--- src/source/dcache_pkg.sv ---
`default_nettype none

package dcache_pkg;

    localparam int addr_bits = 32;
    localparam int offset_bits = 4;            // 16 byte lines
    localparam int line_bytes = 16;

    typedef logic [63:0] word_t;
    typedef logic [7:0] strobe_t;              // one bit per byte of a word
    typedef logic [addr_bits-1:0] addr_t;

    // one line seen as bus beats or as bytes
    typedef union packed {
        word_t [1:0] words;                    // words[0] is the low half
        logic [line_bytes-1:0][7:0] bytes;
    } line_t;

    typedef logic [line_bytes-1:0] line_mask_t;

endpackage

`default_nettype wire
--- src/source/dcache_line_merge.sv ---
`timescale 1ns/100ps
`default_nettype none

module dcache_line_merge (
    input dcache_pkg::line_t base,
    input logic [dcache_pkg::offset_bits-1:0] offset,
    input dcache_pkg::strobe_t wstrb,
    input dcache_pkg::word_t wdata,
    output dcache_pkg::line_t merged,
    output dcache_pkg::line_mask_t mask
);

    dcache_pkg::strobe_t strb_shift;
    dcache_pkg::word_t data_shift;
    dcache_pkg::line_t store_line;

    // strobes and data move to the addressed byte lane
    assign strb_shift = wstrb << offset[2:0];
    assign data_shift = wdata << {offset[2:0], 3'b000};

    assign mask = offset[3] ? {strb_shift, 8'h00} : {8'h00, strb_shift};

    always_comb begin
        store_line = '0;
        store_line.words[offset[3]] = data_shift;
    end

    always_comb begin
        merged = base;
        for (int b = 0; b < dcache_pkg::line_bytes; b++) begin
            if (mask[b]) begin
                merged.bytes[b] = store_line.bytes[b];
            end
        end
    end

endmodule

`default_nettype wire

--- config.mk ---
export PLATFORM = sky130hd
export DESIGN_NAME = dcache_line_merge
export DESIGN_NICKNAME = d
export VERILOG_FILES = /design/src/source/dcache_pkg.sv /design/src/source/dcache_line_merge.sv
export SDC_FILE = /design/constraint.sdc
export NUM_CORES = 1
export LEC_CHECK = 0
export ABC_AREA = 1
export BUFFER_PORTS_ARGS = -buffer_cell sky130_fd_sc_hd__buf_2
export CAP_MARGIN = 20
export CORE_AREA = 2 2 135 137
export DETAILED_ROUTE_END_ITERATION = 10
export DIE_AREA = 0 0 137 139
export PLACE_DENSITY_LB_ADDON = 0.08
export RECOVER_POWER = 25
export SYNTH_ARGS = -nofsm -noshare
export SYNTH_HDL_FRONTEND = slang
export SYNTH_SLANG_ARGS = --single-unit
--- constraint.sdc ---
create_clock -name vclk -period 2.34
set_clock_uncertainty 0.1 [all_clocks]
set_input_delay 0 -clock vclk [all_inputs]
set_output_delay 0 -clock vclk [all_outputs]
set_load 0.01 [all_outputs]
## Yosys cells after proc, flatten, opt, wreduce, memory -nomap -nowiden

Index checks and enable logic that the tools add are counted.

- Bits in registers: 0

- Bitwise logic cells: 1
- Order comparisons: 2
- Reductions and logical operators: 1
- Multiplexer cells: 19
- Shift operators: 2

Operator list:

| operator | number |
|---|---|
| 128-bit bitwise AND | 1 |
| 8-bit 2-to-1 mux | 16 |
| 64-bit demux with 1-bit select | 1 |
| 64-bit 2-to-1 mux | 1 |
| 64-bit by 6-bit << shifter with 64-bit output | 1 |
| 16-bit 2-to-1 mux | 1 |
| 8-bit by 3-bit << shifter with 8-bit output | 1 |
| 1-bit by 2-bit < comparator with 1-bit output, second input constant | 1 |
| 1-bit greater-or-equal comparator, second input constant | 1 |
| 1-bit logical AND | 1 |

## Logic depth before layout (Yosys ltp)

Gate-level depths: netlist of the first run.

- Depth in word-level cells: 6
- Gate-level depth with buffers: 10
- Mapped depth without buffers: 8

## Worst setup path before layout of the first run

No wires, ideal clock.

- Path kind: input -> output
- Start point: in offset[0] (netlist name)
- End point: out merged[24] (netlist name)
- Stages: 9
- Arrival: 0.968 ns
- Path buffers: 2
- Setup slack: 1.272 ns
- Cell sequence: buf_6 -> inv_8 -> nand2_2 -> nand3_1 -> nand2_1 -> nor2_4 -> nand2_4 -> buf_6 -> o21ai_1

RTL lines:

| what | line | source |
|---|---|---|
| start: declaration | dcache_line_merge.sv:6 | `input logic [dcache_pkg::offset_bits-1:0] offset,` |
| end: declaration | dcache_line_merge.sv:9 | `output dcache_pkg::line_t merged,` |

==> flow_summary_export.csv, run 1 <==
group,metric,value,unit
finish,syn_to_final_growth,43.4,%
global_route,grt_usage,22.4,%
yosys,synth_cells,832,
hold_path,hp-start,"base[39]",
sta,period_share,83.8,%
yosys,synth_cell_types,23,
detailed_routing,drt-total-wl,23.1,mm
setup_path,startpoint_type,"input pin",
setup_path,arrival,1860,ps
yosys,ys_seq_area_share,0,%
power,power.leakage,3.50,nW
floorplan,die_area,19000,um2
placed_design,hpwl,19.1,mm
sta,rsz0062_at_grt,"no",
finish,drive_gt1_share,34.7,%
detailed_routing,vias,6404,
clocking,cts-resized-gates,0,
sta,finalSetupViolations,0,
setup_path,path_common_cell,"nand2_1",
setup_path,cp_max_fo,38,
global_route,antenna_found_initial,1,
setup_path,crit_chain,"buf_2 -> inv_8 -> nand2_1 -> nand2_2 -> nand3_2 -> nor2_1 -> nand2_1 -> nand2_1 -> buf_2",
clocking,cts_setup_buffers,0,
detailed_routing,drcViolationCount,0,
finish,num-clock-buffers,0,
placed_design,gp_congestion,0.873,
hold_path,min_path_type,"in2out",
floorplan,die_h,139,um
global_route,grt_pass1_wl,33.4,mm
sta,fmax,0.510,GHz
global_route,grt_pass1_vias,5795,
sta,max_slew_margin,56.4,%
power,vdd_drop_max,64.1,uV
yosys,synth_area,3870,um2
yosys,syn-num-nets,1036,
status,status,"finished, final reports clean",
finish,final_area,5550,um2
finish,nNetsFinal,1341,
setup_path,max_stage_delay,620,ps
sta,finalHoldViolCount,0,
sta,finalCriticalPeriod,1960,ps
detailed_routing,drt-initial-drc-count,602,
sta,tns,0,ps
yosys,yosys_warnings,0,
setup_path,slowest_stage,"nor2_1",
placed_design,dpl_cell_area,5620,um2
global_route,grt_max_degree,57,
detailed_routing,postRouteAntennaNets,0,
yosys,avgSynthCellArea,4.66,um2
floorplan,core-area,17700,um2
global_route,grt_overflow,0,
setup_path,crit_type,"in2out",
finish,ff_latch_area,0,um2
sta,worstMarginPinSlew,651,ps
floorplan,die_w,137,um
sta,slew_violations,0,
placed_design,io_buffers,348,
power,power_per_cell_area,236,nW/um2
detailed_routing,drt-vias-per-instance,4.69,
setup_path,critical_path.startpoint,"offset[0]",
floorplan,fp-row-count,49,
setup_path,cp.required,2240,ps
clocking,cts_hold_buffers,0,
detailed_routing,routedWlPerCell,16.9,um
floorplan,io_pins,348,
detailed_routing,firstDrtPassIters,6,
setup_path,cp-end-kind,"output pin",
finish,seq_cell_count,0,
floorplan,initial_core_util,21.9,%
flow_run,cap_violations,0,
## through the flow
stage,cells,util (%),hold slack (ps),power (W),worst slack [ps]
after global placement,1364,31.8,171,0.00134,535
after global routing,1365,31.5,187,0.00146,195
after floorplan,832,-,14.7,0.000774,1270
final,1365,31.5,171,0.00131,380
after detailed placement,1364,31.8,171,0.00133,537
after CTS,1364,31.8,174,0.00134,535
## kinds of logic after synthesis
family / Yosys count / synth area share [%]
AOI/OAI and AO/OA: 64 / 10.3
buffers and inverters: 82 / 12.4
and+or+nand+nor: 686 / 77.3
## layout make-up
cell class / instances / area [um2]
Antenna cell: 1 / 2.50
Fill cell: 2140 / 12100
Inverter: 26 / 113
Multi-Input combinational cell: 750 / 3330
Tap cell: 229 / 287
Timing Repair Buffer: 359 / 1820
## metal layers
layer	track usage, %	up-vias	share of wire [%]
met5	0	-	0
met4	1.74	0	0.90
met3	2.05	8	7.4
met2	39.7	300	48
met1	30.4	2761	44
li1	-	3335	-
## critical path, delay by kind of cell
family                 cells  cell delay (ps)
AND/OR/NAND/NOR            6             1330
buffers and inverters      3              510
## layout by cell type (no fill, tap or decap), drive strengths merged
cell	count
clkbuf	5
nor2	12
and2	8
buf	354
inv	26
diode	1
nand4	1
o21ai	64
nand3	227
nor3	1
nand2	437
## where the power goes
part	switching, W	internal [W]	total, W
sequential	0	0	0
combinational	0.000832	0.000479	0.00131
clock	0	0.0000000000571	0.0000000000571
total	0.000832	0.000479	0.00131
## final timing paths
kind,endpoint,slack (ps),cells past startpoint
worst max-delay path,merged[80],380,9
worst min-delay path,merged[39],170,4
## Yosys cell counts
cell / count / area share, %
nand3_4: 1 / 0.45
inv_8: 1 / 0.29
inv_1: 23 / 2.2
o21ai_2: 21 / 4.7
nand2_4: 2 / 0.58
and2_1: 8 / 1.3
nand4_1: 1 / 0.16
nor2_4: 3 / 0.87
o21ai_1: 28 / 3.6
inv_4: 1 / 0.16
buf_2: 28 / 3.6
buf_4: 9 / 1.7
nor3_2: 1 / 0.26
o21ai_0: 15 / 1.9
nor2_2: 1 / 0.16
nand2_2: 19 / 3.1
nand2_1: 416 / 40
nand3_1: 225 / 29
buf_6: 12 / 3.5
inv_6: 1 / 0.23
nor2_1: 8 / 0.78
nand3_2: 1 / 0.26
clkbuf_1: 7 / 0.68
Note: power is estimated with default switching activity, not from simulation.
==> run 2, diff against run 1 <==
==> constraint.sdc (replaced) <==
create_clock -name vclk -period 1.7
set_clock_uncertainty 0.1 [all_clocks]
set_input_delay 0 -clock vclk [all_inputs]
set_output_delay 0 -clock vclk [all_outputs]
set_load 0.01 [all_outputs]
==> run 2 against run 1 <==
Net effect: sequential cell count is the same; die area is the same; combinational power grew 43%; count of clock-buffer cells in the layout is the same; wire length grew 0.29%; global-route usage grew 0.17 points; non-clock buffer count grew 12; critical path type unchanged; largest cell class unchanged; highest routed layer is now met5.
==> flow_summary_export.csv, run 2 (synthesis gave the netlist of run 1 again) <==
group,metric,value,unit
finish,num-clock-buffers,0,
finish,nNetsFinal,1353,
sta,finalSetupViolations,0,
sta,finalCriticalPeriod,1540,ps
sta,period_share,90.6,%
finish,seq_cell_count,0,
power,power.leakage,3.57,nW
floorplan,io_pins,348,
setup_path,path_common_cell,"nand2_1",
detailed_routing,drt-total-wl,23.1,mm
clocking,cts-resized-gates,0,
floorplan,fp-row-count,49,
detailed_routing,postRouteAntennaNets,0,
setup_path,crit_chain,"buf_2 -> buf_12 -> nand2_1 -> nand3_1 -> nand2_2 -> nand2_2 -> nand2_1 -> nand2_1 -> buf_2",
floorplan,die_area,19000,um2
sta,rsz0062_at_grt,"no",
setup_path,cp_max_fo,50,
global_route,grt_pass1_wl,33.7,mm
sta,finalHoldViolCount,0,
setup_path,crit_type,"in2out",
detailed_routing,firstDrtPassIters,5,
floorplan,initial_core_util,21.9,%
floorplan,core-area,17700,um2
power,vdd_drop_max,97.1,uV
global_route,grt_overflow,0,
finish,ff_latch_area,0,um2
finish,final_common_cell,"nand2_1",
finish,drive_gt1_share,35.6,%
setup_path,cp.required,1600,ps
hold_path,min_path_type,"in2out",
sta,worstMarginPinSlew,511,ps
global_route,grt_usage,22.6,%
setup_path,max_stage_delay,260,ps
setup_path,arrival,1440,ps
setup_path,slowest_stage,"buf_12",
global_route,antenna_found_initial,4,
global_route,grt_max_degree,51,
setup_path,cp-end-kind,"output pin",
detailed_routing,drt-vias-per-instance,4.66,
sta,tns,0,ps
power,power_per_cell_area,324,nW/um2
finish,most-common-layout-cells,"419 x nand2_1, 336 x buf_2, 225 x nand3_1",
global_route,grt_pass1_vias,5936,
placed_design,gp_congestion,0.808,
clocking,cts_setup_buffers,0,
floorplan,die_h,139,um
power,fin_total_pwr,0.00187,W
floorplan,die_w,137,um
clocking,cts_hold_buffers,0,
sta,slew_violations,0,
detailed_routing,drcViolationCount,0,
flow_run,cap_violations,0,
placed_design,io_buffers,348,
placed_design,hpwl,19.3,mm
finish,syn_to_final_growth,49.0,%
sta,max_slew_margin,65.8,%
detailed_routing,routedWlPerCell,16.8,um
setup_path,startpoint_type,"input pin",
detailed_routing,drt-initial-drc-count,523,
detailed_routing,vias,6428,
status,status,"finished, final reports clean",
sta,fmax,0.649,GHz
[run 2: cell count changes in the layout (fill, tap and decap cells not counted), moves of 2 or more]
cell,change
nand2_2,+7
diode_2,+2
nand2_1,-6
o21ai_1,+3
buf_2,-7
buf_12,+8
clkbuf_1,+7
nor2_1,-2
o21ai_0,-3
buf_4,+3
[run 2: path summary, 6_finish.rpt]
path,startpoint,to,cells after the start
worst min-delay path,base[60],merged[60],4
worst max-delay path,offset[1],merged[115],9
[run 2: layout make-up]
type,count,area (um2)
Tap cell,229,287
Antenna cell,3,7.51
Fill cell,2159,11900
Inverter,26,113
Multi-Input combinational cell,750,3370
Timing Repair Buffer,371,2000
[run 2: worst max-delay path: cells and delay by family]
family / cells / cell delay (ps)
buffers and inverters: 3 / 530
and+or+nand+nor: 6 / 880
[run 2: metal layers]
| layer | track usage, % | routed length [um] | vias up | share of wire (%) |
|---|---|---|---|---|
| met5 | 0 | 13 | - | 0.056 |
| met4 | 2.33 | 270 | 2 | 1.2 |
| met3 | 2.30 | 1520 | 10 | 6.6 |
| met2 | 40.1 | 11200 | 294 | 48 |
| met1 | 30.2 | 10200 | 2758 | 44 |
| li1 | - | - | 3364 | - |
[run 2: per-stage QoR]
stage / cells / hold WS, ps / worst slack [ps] / util, % / cell area (um2)
after CTS: 1376 / 175 / 169 / 32.9 / 5810
after global placement: 1376 / 171 / 165 / 32.9 / 5810
after detailed placement: 1376 / 172 / 174 / 32.9 / 5810
after global routing: 1378 / 182 / 36.8 / 32.7 / 5770
after floorplan: 832 / 14.7 / 632 / - / 3870
final: 1379 / 173 / 160 / 32.7 / 5770
[run 2: report_power, final]
part           switching (W)        total, W     internal, W
Clock                      0  0.000000000236  0.000000000236
Combinational        0.00116         0.00187        0.000709
Sequential                 0               0               0
