[config.mk]
export PLATFORM = sky130hd
export DESIGN_NAME = dcache_control_flat
export DESIGN_NICKNAME = d
export VERILOG_FILES = /design/src/source/dcache_pkg.sv /design/src/source/dcache_tag_if.sv /design/src/source/dcache_control.sv /design/src/flat_wrapper.sv
export SDC_FILE = /design/constraint.sdc
export NUM_CORES = 1
export LEC_CHECK = 0
export BUFFER_PORTS_ARGS = -buffer_cell sky130_fd_sc_hd__buf_2
export CORE_AREA = 8 8 430 432
export DETAILED_ROUTE_END_ITERATION = 10
export DIE_AREA = 0 0 438 440
export PLACE_DENSITY = 0.3
export SLEW_MARGIN = 10
export SYNTH_ARGS = -nofsm -noshare
export SYNTH_HDL_FRONTEND = slang
export SYNTH_SLANG_ARGS = --single-unit
export TNS_END_PERCENT = 30
[constraint.sdc]
create_clock -name clock -period 15.4 [get_ports clock]
set_input_delay 1.54 -clock clock [delete_from_list [all_inputs] [get_ports clock]]
set_output_delay 1.54 -clock clock [all_outputs]
set_load 0.02 [all_outputs]
[src/source/dcache_pkg.sv]
`default_nettype none

package dcache_pkg;

    localparam int addr_bits = 32;
    localparam int offset_bits = 4;            // 16 byte lines
    localparam int line_bytes = 16;

    typedef logic [63:0] word_t;
    typedef logic [7:0] strobe_t;              // one bit per byte of a word
    typedef logic [addr_bits-1:0] addr_t;

    // one line seen as bus beats or as bytes
    typedef union packed {
        word_t [1:0] words;                    // words[0] is the low half
        logic [line_bytes-1:0][7:0] bytes;
    } line_t;

    typedef logic [line_bytes-1:0] line_mask_t;

endpackage

`default_nettype wire
[src/source/dcache_tag_if.sv]
`timescale 1ns/100ps
`default_nettype none

interface dcache_tag_if #(
    parameter int index_bits = 7
);

    localparam int tag_bits = dcache_pkg::addr_bits - dcache_pkg::offset_bits - index_bits;

    logic [index_bits-1:0] index;
    logic [tag_bits-1:0] tag;
    logic update;                              // write tag, set valid
    logic update_way;
    logic set_dirty;
    logic dirty_value;

    logic hit;
    logic hit_way;
    logic victim_way;
    logic victim_dirty;
    logic [tag_bits-1:0] victim_tag;

    modport control (
        output index, tag, update, update_way, set_dirty, dirty_value,
        input hit, hit_way, victim_way, victim_dirty, victim_tag
    );

    modport store (
        input index, tag, update, update_way, set_dirty, dirty_value,
        output hit, hit_way, victim_way, victim_dirty, victim_tag
    );

endinterface

`default_nettype wire

[src/source/dcache_control.sv]
`timescale 1ns/100ps
`default_nettype none

module dcache_control #(
    parameter int index_bits = 7
) (
    input logic clock,
    input logic reset,
    input logic valid,
    input logic write,
    input dcache_pkg::addr_t addr,
    input dcache_pkg::strobe_t wstrb,
    input dcache_pkg::word_t wdata,
    output logic ready,
    output logic data_ok,
    output dcache_pkg::word_t rdata,
    output logic rd_req,
    output dcache_pkg::addr_t rd_addr,
    input logic rd_rdy,
    input logic ret_valid,
    input logic ret_last,
    input dcache_pkg::word_t ret_data,
    output logic wr_req,
    output dcache_pkg::addr_t wr_addr,
    output dcache_pkg::line_t wr_data,
    input logic wr_rdy,
    input logic wr_resp,
    dcache_tag_if.control tags,
    output logic data_read,
    output logic data_write,
    output logic data_way,
    output logic [index_bits-1:0] data_index,
    output dcache_pkg::line_mask_t data_mask,
    output dcache_pkg::line_t data_line,
    input dcache_pkg::line_t read_line,
    output dcache_pkg::line_t merge_base,
    output logic [dcache_pkg::offset_bits-1:0] merge_offset,
    output dcache_pkg::strobe_t merge_wstrb,
    output dcache_pkg::word_t merge_wdata,
    input dcache_pkg::line_t merged_line,
    input dcache_pkg::line_mask_t store_mask
);

    localparam int tag_bits = dcache_pkg::addr_bits - dcache_pkg::offset_bits - index_bits;

    localparam logic [3:0] st_idle = 4'd0;
    localparam logic [3:0] st_lookup = 4'd1;
    localparam logic [3:0] st_hit_read = 4'd2;
    localparam logic [3:0] st_victim_read = 4'd3;
    localparam logic [3:0] st_wb_req = 4'd4;
    localparam logic [3:0] st_wb_resp = 4'd5;
    localparam logic [3:0] st_refill_req = 4'd6;
    localparam logic [3:0] st_refill_beats = 4'd7;
    localparam logic [3:0] st_fill = 4'd8;

    logic [3:0] state;
    logic from_fill;                           // reply word comes from the refill line
    logic req_write;
    dcache_pkg::addr_t req_addr;
    dcache_pkg::strobe_t req_wstrb;
    dcache_pkg::word_t req_wdata;
    dcache_pkg::line_t fill_line;
    dcache_pkg::line_t reply_line;

    logic [index_bits-1:0] req_index;
    logic [tag_bits-1:0] req_tag;
    logic lookup_hit;
    logic filling;

    assign req_index = req_addr[dcache_pkg::offset_bits +: index_bits];
    assign req_tag = req_addr[dcache_pkg::addr_bits-1 -: tag_bits];
    assign lookup_hit = (state == st_lookup) && tags.hit;
    assign filling = state == st_fill;

    assign ready = state == st_idle;
    assign data_ok = state == st_hit_read;     // reply cycle, also closes misses
    assign reply_line = from_fill ? fill_line : read_line;
    assign rdata = reply_line.words[req_addr[3]];

    assign rd_req = state == st_refill_req;
    assign rd_addr = {req_addr[dcache_pkg::addr_bits-1:dcache_pkg::offset_bits],
                      {dcache_pkg::offset_bits{1'b0}}};
    assign wr_req = state == st_wb_req;
    assign wr_addr = {tags.victim_tag, req_index, {dcache_pkg::offset_bits{1'b0}}};
    assign wr_data = read_line;                // victim line held since victim read

    assign tags.index = req_index;
    assign tags.tag = req_tag;
    assign tags.update = filling;
    assign tags.set_dirty = lookup_hit && req_write;
    assign tags.update_way = filling ? tags.victim_way : tags.hit_way;
    assign tags.dirty_value = req_write;

    assign data_read = (lookup_hit && !req_write) || (state == st_victim_read);
    assign data_write = (lookup_hit && req_write) || filling;
    assign data_way = (state == st_lookup) ? tags.hit_way : tags.victim_way;
    assign data_index = req_index;
    assign data_mask = filling ? '1 : store_mask;
    assign data_line = (filling && !req_write) ? fill_line : merged_line;

    assign merge_base = fill_line;
    assign merge_offset = req_addr[dcache_pkg::offset_bits-1:0];
    assign merge_wstrb = req_wstrb;
    assign merge_wdata = req_wdata;

    always_ff @(posedge clock) begin
        if (reset) begin
            state <= st_idle;
            from_fill <= 1'b0;
        end else begin
            case (state)
                st_idle: if (valid) state <= st_lookup;
                st_lookup: begin
                    from_fill <= !tags.hit;
                    if (tags.hit) begin
                        state <= st_hit_read;
                    end else if (tags.victim_dirty) begin
                        state <= st_victim_read;
                    end else begin
                        state <= st_refill_req;
                    end
                end
                st_hit_read: state <= st_idle;
                st_victim_read: state <= st_wb_req;
                st_wb_req: if (wr_rdy) state <= st_wb_resp;
                st_wb_resp: if (wr_resp) state <= st_refill_req;
                st_refill_req: if (rd_rdy) state <= st_refill_beats;
                st_refill_beats: if (ret_valid && ret_last) state <= st_fill;
                st_fill: state <= st_hit_read;
                default: state <= st_idle;
            endcase
        end
    end

    always_ff @(posedge clock) begin
        if ((state == st_idle) && valid) begin
            req_write <= write;
            req_addr <= addr;
            req_wstrb <= wstrb;
            req_wdata <= wdata;
        end
        if ((state == st_refill_beats) && ret_valid) begin
            fill_line.words[ret_last] <= ret_data;   // low half arrives first
        end
    end

endmodule

`default_nettype wire

[src/flat_wrapper.sv]
// flat-port wrapper written by rule: the top's interface ports become plain ports
module dcache_control_flat 
#(
    parameter int index_bits = 7
)
  (clock, reset, valid, write, addr, wstrb, wdata, ready, data_ok, rdata, rd_req, rd_addr, rd_rdy, ret_valid, ret_last, ret_data, wr_req, wr_addr, wr_data, wr_rdy, wr_resp, data_read, data_write, data_way, data_index, data_mask, data_line, read_line, merge_base, merge_offset, merge_wstrb, merge_wdata, merged_line, store_mask, tags_index, tags_tag, tags_update, tags_update_way, tags_set_dirty, tags_dirty_value, tags_hit, tags_hit_way, tags_victim_way, tags_victim_dirty, tags_victim_tag);
  dcache_tag_if #(.index_bits(index_bits)) tags_i ();
  input logic clock;
  input logic reset;
  input logic valid;
  input logic write;
  input dcache_pkg::addr_t addr;
  input dcache_pkg::strobe_t wstrb;
  input dcache_pkg::word_t wdata;
  output logic ready;
  output logic data_ok;
  output dcache_pkg::word_t rdata;
  output logic rd_req;
  output dcache_pkg::addr_t rd_addr;
  input logic rd_rdy;
  input logic ret_valid;
  input logic ret_last;
  input dcache_pkg::word_t ret_data;
  output logic wr_req;
  output dcache_pkg::addr_t wr_addr;
  output dcache_pkg::line_t wr_data;
  input logic wr_rdy;
  input logic wr_resp;
  output logic data_read;
  output logic data_write;
  output logic data_way;
  output logic [index_bits-1:0] data_index;
  output dcache_pkg::line_mask_t data_mask;
  output dcache_pkg::line_t data_line;
  input dcache_pkg::line_t read_line;
  output dcache_pkg::line_t merge_base;
  output logic [dcache_pkg::offset_bits-1:0] merge_offset;
  output dcache_pkg::strobe_t merge_wstrb;
  output dcache_pkg::word_t merge_wdata;
  input dcache_pkg::line_t merged_line;
  input dcache_pkg::line_mask_t store_mask;
  output wire logic [$bits(tags_i.index)-1:0] tags_index;
  output wire logic [$bits(tags_i.tag)-1:0] tags_tag;
  output wire logic [$bits(tags_i.update)-1:0] tags_update;
  output wire logic [$bits(tags_i.update_way)-1:0] tags_update_way;
  output wire logic [$bits(tags_i.set_dirty)-1:0] tags_set_dirty;
  output wire logic [$bits(tags_i.dirty_value)-1:0] tags_dirty_value;
  input wire logic [$bits(tags_i.hit)-1:0] tags_hit;
  input wire logic [$bits(tags_i.hit_way)-1:0] tags_hit_way;
  input wire logic [$bits(tags_i.victim_way)-1:0] tags_victim_way;
  input wire logic [$bits(tags_i.victim_dirty)-1:0] tags_victim_dirty;
  input wire logic [$bits(tags_i.victim_tag)-1:0] tags_victim_tag;
  assign tags_index = tags_i.index;
  assign tags_tag = tags_i.tag;
  assign tags_update = tags_i.update;
  assign tags_update_way = tags_i.update_way;
  assign tags_set_dirty = tags_i.set_dirty;
  assign tags_dirty_value = tags_i.dirty_value;
  assign tags_i.hit = tags_hit;
  assign tags_i.hit_way = tags_hit_way;
  assign tags_i.victim_way = tags_victim_way;
  assign tags_i.victim_dirty = tags_victim_dirty;
  assign tags_i.victim_tag = tags_victim_tag;
  dcache_control #(.index_bits(index_bits)) u_core (.clock(clock), .reset(reset), .valid(valid), .write(write), .addr(addr), .wstrb(wstrb), .wdata(wdata), .ready(ready), .data_ok(data_ok), .rdata(rdata), .rd_req(rd_req), .rd_addr(rd_addr), .rd_rdy(rd_rdy), .ret_valid(ret_valid), .ret_last(ret_last), .ret_data(ret_data), .wr_req(wr_req), .wr_addr(wr_addr), .wr_data(wr_data), .wr_rdy(wr_rdy), .wr_resp(wr_resp), .tags(tags_i), .data_read(data_read), .data_write(data_write), .data_way(data_way), .data_index(data_index), .data_mask(data_mask), .data_line(data_line), .read_line(read_line), .merge_base(merge_base), .merge_offset(merge_offset), .merge_wstrb(merge_wstrb), .merge_wdata(merge_wdata), .merged_line(merged_line), .store_mask(store_mask));
endmodule
# Word-level counts from Yosys, hierarchy flattened

Cells that the tools add are included.

Output and inout port bits: 650
Bits in registers: 238
Input bits: 474
Word-level logic and storage cells: 55

Magnitude comparators: 3
Eq/ne operators: 13
Reductions and logical operators: 14
Mux-type cells: 18

Operators with widths:

| kind                                                                          | number |
|---|---|
| 128-bit two-way mux                                                           | 2 |
| 64-bit two-way mux                                                            | 3 |
| 128-bit bitwise mux                                                           | 1 |
| 64-bit demux with 1-bit select                                                | 1 |
| 4-bit case mux with 8 select lines                                            | 1 |
| 4-bit two-way mux                                                             | 6 |
| 4-bit by 3-bit equality test with 1-bit output (second input constant)        | 4 |
| 16-bit two-way mux                                                            | 1 |
| 4-bit by 2-bit equality test with 1-bit output (second input constant)        | 2 |
| 1-bit logical AND                                                             | 8 |
| 2-bit by 1-bit inequality test with 1-bit output (second input constant)      | 3 |
| 5-bit AND reduction                                                           | 1 |
| 4-bit by 1-bit equality test with 1-bit output (second input constant)        | 1 |
| 4-bit equality test (second input constant)                                   | 1 |
| 4-bit zero test                                                               | 1 |
| 1-bit by 2-bit less-than comparator with 1-bit output (second input constant) | 2 |
| 2-bit inequality test (second input constant)                                 | 2 |
| 3-bit two-way mux                                                             | 1 |
| 1-bit zero test                                                               | 2 |
| 1-bit logical OR                                                              | 2 |
| 1-bit two-way mux                                                             | 2 |
| 1-bit >= comparator (second input constant)                                   | 1 |

# Longest topological paths before layout

Depth after elaboration: 5
Mapped depth: 6
Depth with buffers taken out: 4

# Least setup slack after synthesis

Ideal clock, no wire load.

Path kind: input to register
Start: input port ret_last
End: register u_core.fill_line, in the netlist u_core.merge_base[0], enable pin
Slack: 8579 ps
Data arrival time: 6242 ps
Path buffers: 0
Required time: 14821 ps
Setup time: 579 ps
Stages on the path: 1
Cell sequence: nor3b_1

RTL lines:

| item        | line                 | source |
|---|---|---|
| from (decl) | flat_wrapper.sv:22   | `input logic ret_last;` |
| to (decl)   | dcache_control.sv:62 | `dcache_pkg::line_t fill_line;` |

==> flow_summary.ini <==
[finish]
nNetsFinal = 2098
fill_cells = 20500
ff_latch_area_um2 = 7100
multi_input_area_um2 = 3380
fin_area_um2 = 20000
drive_above_1_share_pct = 81.2
syn_to_final_growth_pct = 62.4
final_core_util_pct = 11.2

[worst_setup_path]
cp_top_family = buffers and inverters
slowest_stage = nor4b_4
crit_fanout = 56
arrival_ns = 4.70
worst-path-buf-inv = 3
path_cells = nor4b_4 > and2_4 > buf_4 > buf_4 > mux2_2 > buf_2
crit_type = register to output port
startpoint_type = register
critical_path.max_stage_delay_ns = 0.86
path_common_cell = buf_4
cp-end-kind = output port
critPathRequiredTime_ns = 13.86

[timing]
fmaxAchievable_ghz = 0.160
setup_viol = 0
hold_viol_final = 0
max_slew.worst_pin.slew_ns = 0.945
worst_slack_ns = 9.16
finalMaxSlewViolations = 0
slew_headroom_pct = 37.0
rsz0062_at_grt = false
period_share_pct = 40.5
finalSetupTns_ns = 0
clock_skew_ns = 0.0306
layout_min_cycle_time_ns = 6.24

[synthesis]
synth-seq-cells = 238
synth.top_cell.area_share_pct = 56.9
synth_cell_types = 39
synthesis.area_um2 = 12300
synth.most_common_cell = edfxtp_1
synth_edf_count = 233
syn_avg_cell_area_um2 = 16.8
netlist_top_cells_area = edfxtp_1 57%, buf_4 12%, mux4_2 12%
synth_common_cells = 233 x edfxtp_1, 202 x buf_4, 112 x mux2_2
yosysSeqAreaShare_pct = 57.7
synth_largest_area_cell = edfxtp_1
async_flop_share_pct = 0
ys_warn_count = 0
syn_inst = 732
synth_flop_cell = edfxtp_1

[cts]
clk_path_buf_depth = 3
cts_tree = done
cts_buffers = 34
cts_sinks = 238
cts_resized = 0
path_clk_slew_ns = 0.05
clock_latency_ns = 0.59
hold_buffers = 0
h-tree-depth = 2
cts_root_buf = clkbuf_16
cts_setup_buffers = 0

[floorplanning]
initial_core_util_pct = 6.93
die_w_um = 438
design.core.area_um2 = 178000
design.die.area_um2 = 193000
io_pins = 1124
fp-row-count = 155
fp.dieH_um = 440

[run]
cap_violations = 0

[placement]
place_hpwl_um = 85200
dpl_cell_area_um2 = 18900
gp_congestion = 0.849
place_ws_ns = 9.84
portBuffers = 1073

[pwr]
vdd_drop_max_v = 0.0000838
cellLeakagePower_nw = 8.04
total_power_w = 0.00258
power_density_nw_per_um2 = 129

[run_status]
status = finished, final reports clean

[drt]
routed_wl_um = 96500
vias = 10400
drt_first_pass_iters = 5
first_iter_violations = 692
drc = 0
via_per_inst = 2.60
wl_per_cell_um = 24.1
antenna_left = 0

[grt]
grtUsageTotal_pct = 9.30
grt_antenna_before_repair = 39
grt_pass1_vias = 11100
grt_pass1_wl_um = 120000
grt-ovfl-total = 0
grt_start_max_net_pins = 61

[min_path]
hp-class = register to register
[worst reg2reg max path, stage by stage (launching register included)]
cell and delay (ns):
dfxtp_1 0.45, nor4_1 0.57, and2_4 0.69, buf_4 0.84
[metal layers]
layer	vias to the layer above	part of all wire, %	global-route usage, %
li1	4403	-	-
met1	5278	37	10.3
met2	602	50	16.3
met3	133	10	4.17
met4	32	2.6	2.30
met5	-	0.23	0
[final timing paths]
check | start | endpoint | slack (ns) | cells past startpoint
max reg2reg | u_core.state[2]$_SDFFE_PP0P_ | u_core.merge_wdata[1]$_DFFE_PP_ | 12.39 | 3
min reg2reg | u_core.state[3]$_SDFFE_PP0P_ | u_core.state[2]$_SDFFE_PP0P_ | 0.66 | 1
min | u_core.state[3]$_SDFFE_PP0P_ | u_core.state[2]$_SDFFE_PP0P_ | 0.66 | 1
max | u_core.state[2]$_SDFFE_PP0P_ | data_line[72] | 9.16 | 6
[through the flow]
step                      std cells  hold WS (ns)
final                          4012         0.660
after global placement         3943         0.644
after global routing           4001         0.717
after detailed placement       3943         0.638
after CTS                      4000         0.654
after floorplan                 739         0.519
[kinds of logic after synthesis]
logic type / after synthesis / share of synthesized area, %
flops: 238 / 57.7
buf+inv: 237 / 15.2
mux: 194 / 23.9
simple gates: 50 / 2.47
compound gates: 12 / 0.681
other cells: 1 / 0.0305
[area by class of cell]
class | instances | share of cell area (%)
repair buffers | 1083 | 27.3
inverters | 3 | 0.0564
multi-input cells | 264 | 16.9
flip-flops and latches | 238 | 35.5
clock inverters | 17 | 0.883
diodes | 12 | 0.150
well taps | 2355 | 14.7
clock buffers | 40 | 4.48
[registers in the layout (all words and copies together), names as in the netlist]
register and count:
u_core.merge_base 128, u_core.req_addr 32, u_core.tags.dirty_value 1, u_core.merge_wdata 64, u_core.from_fill 1, u_core.merge_wstrb 8
u_core.state 4
[layout by cell type (no fill, tap or decap), drive strengths merged, types with 2 or more instances in the layout]
master,n
buf,1083
edfxtp,233
mux2,130
mux4,64
clkbuf,40
or2,17
diode,12
nor2,11
clkinv,11
conb,8
inv,6
dfxtp,5
nand2b,4
nor3,3
nand3,3
o21ai,3
bufinv,3
nor4,2
and2,2
a221oi,2
a211oi,2
a2111oi,2
[report_power, final]
group,leakage [nW],total (W),switching [W],internal [W]
Sequential,2.19,0.000895,0.0000715,0.000823
Clock,0.523,0.000784,0.000319,0.000465
Combinational,5.33,0.000905,0.000599,0.000306
No activity file was read; power rests on OpenSTA's default activity.
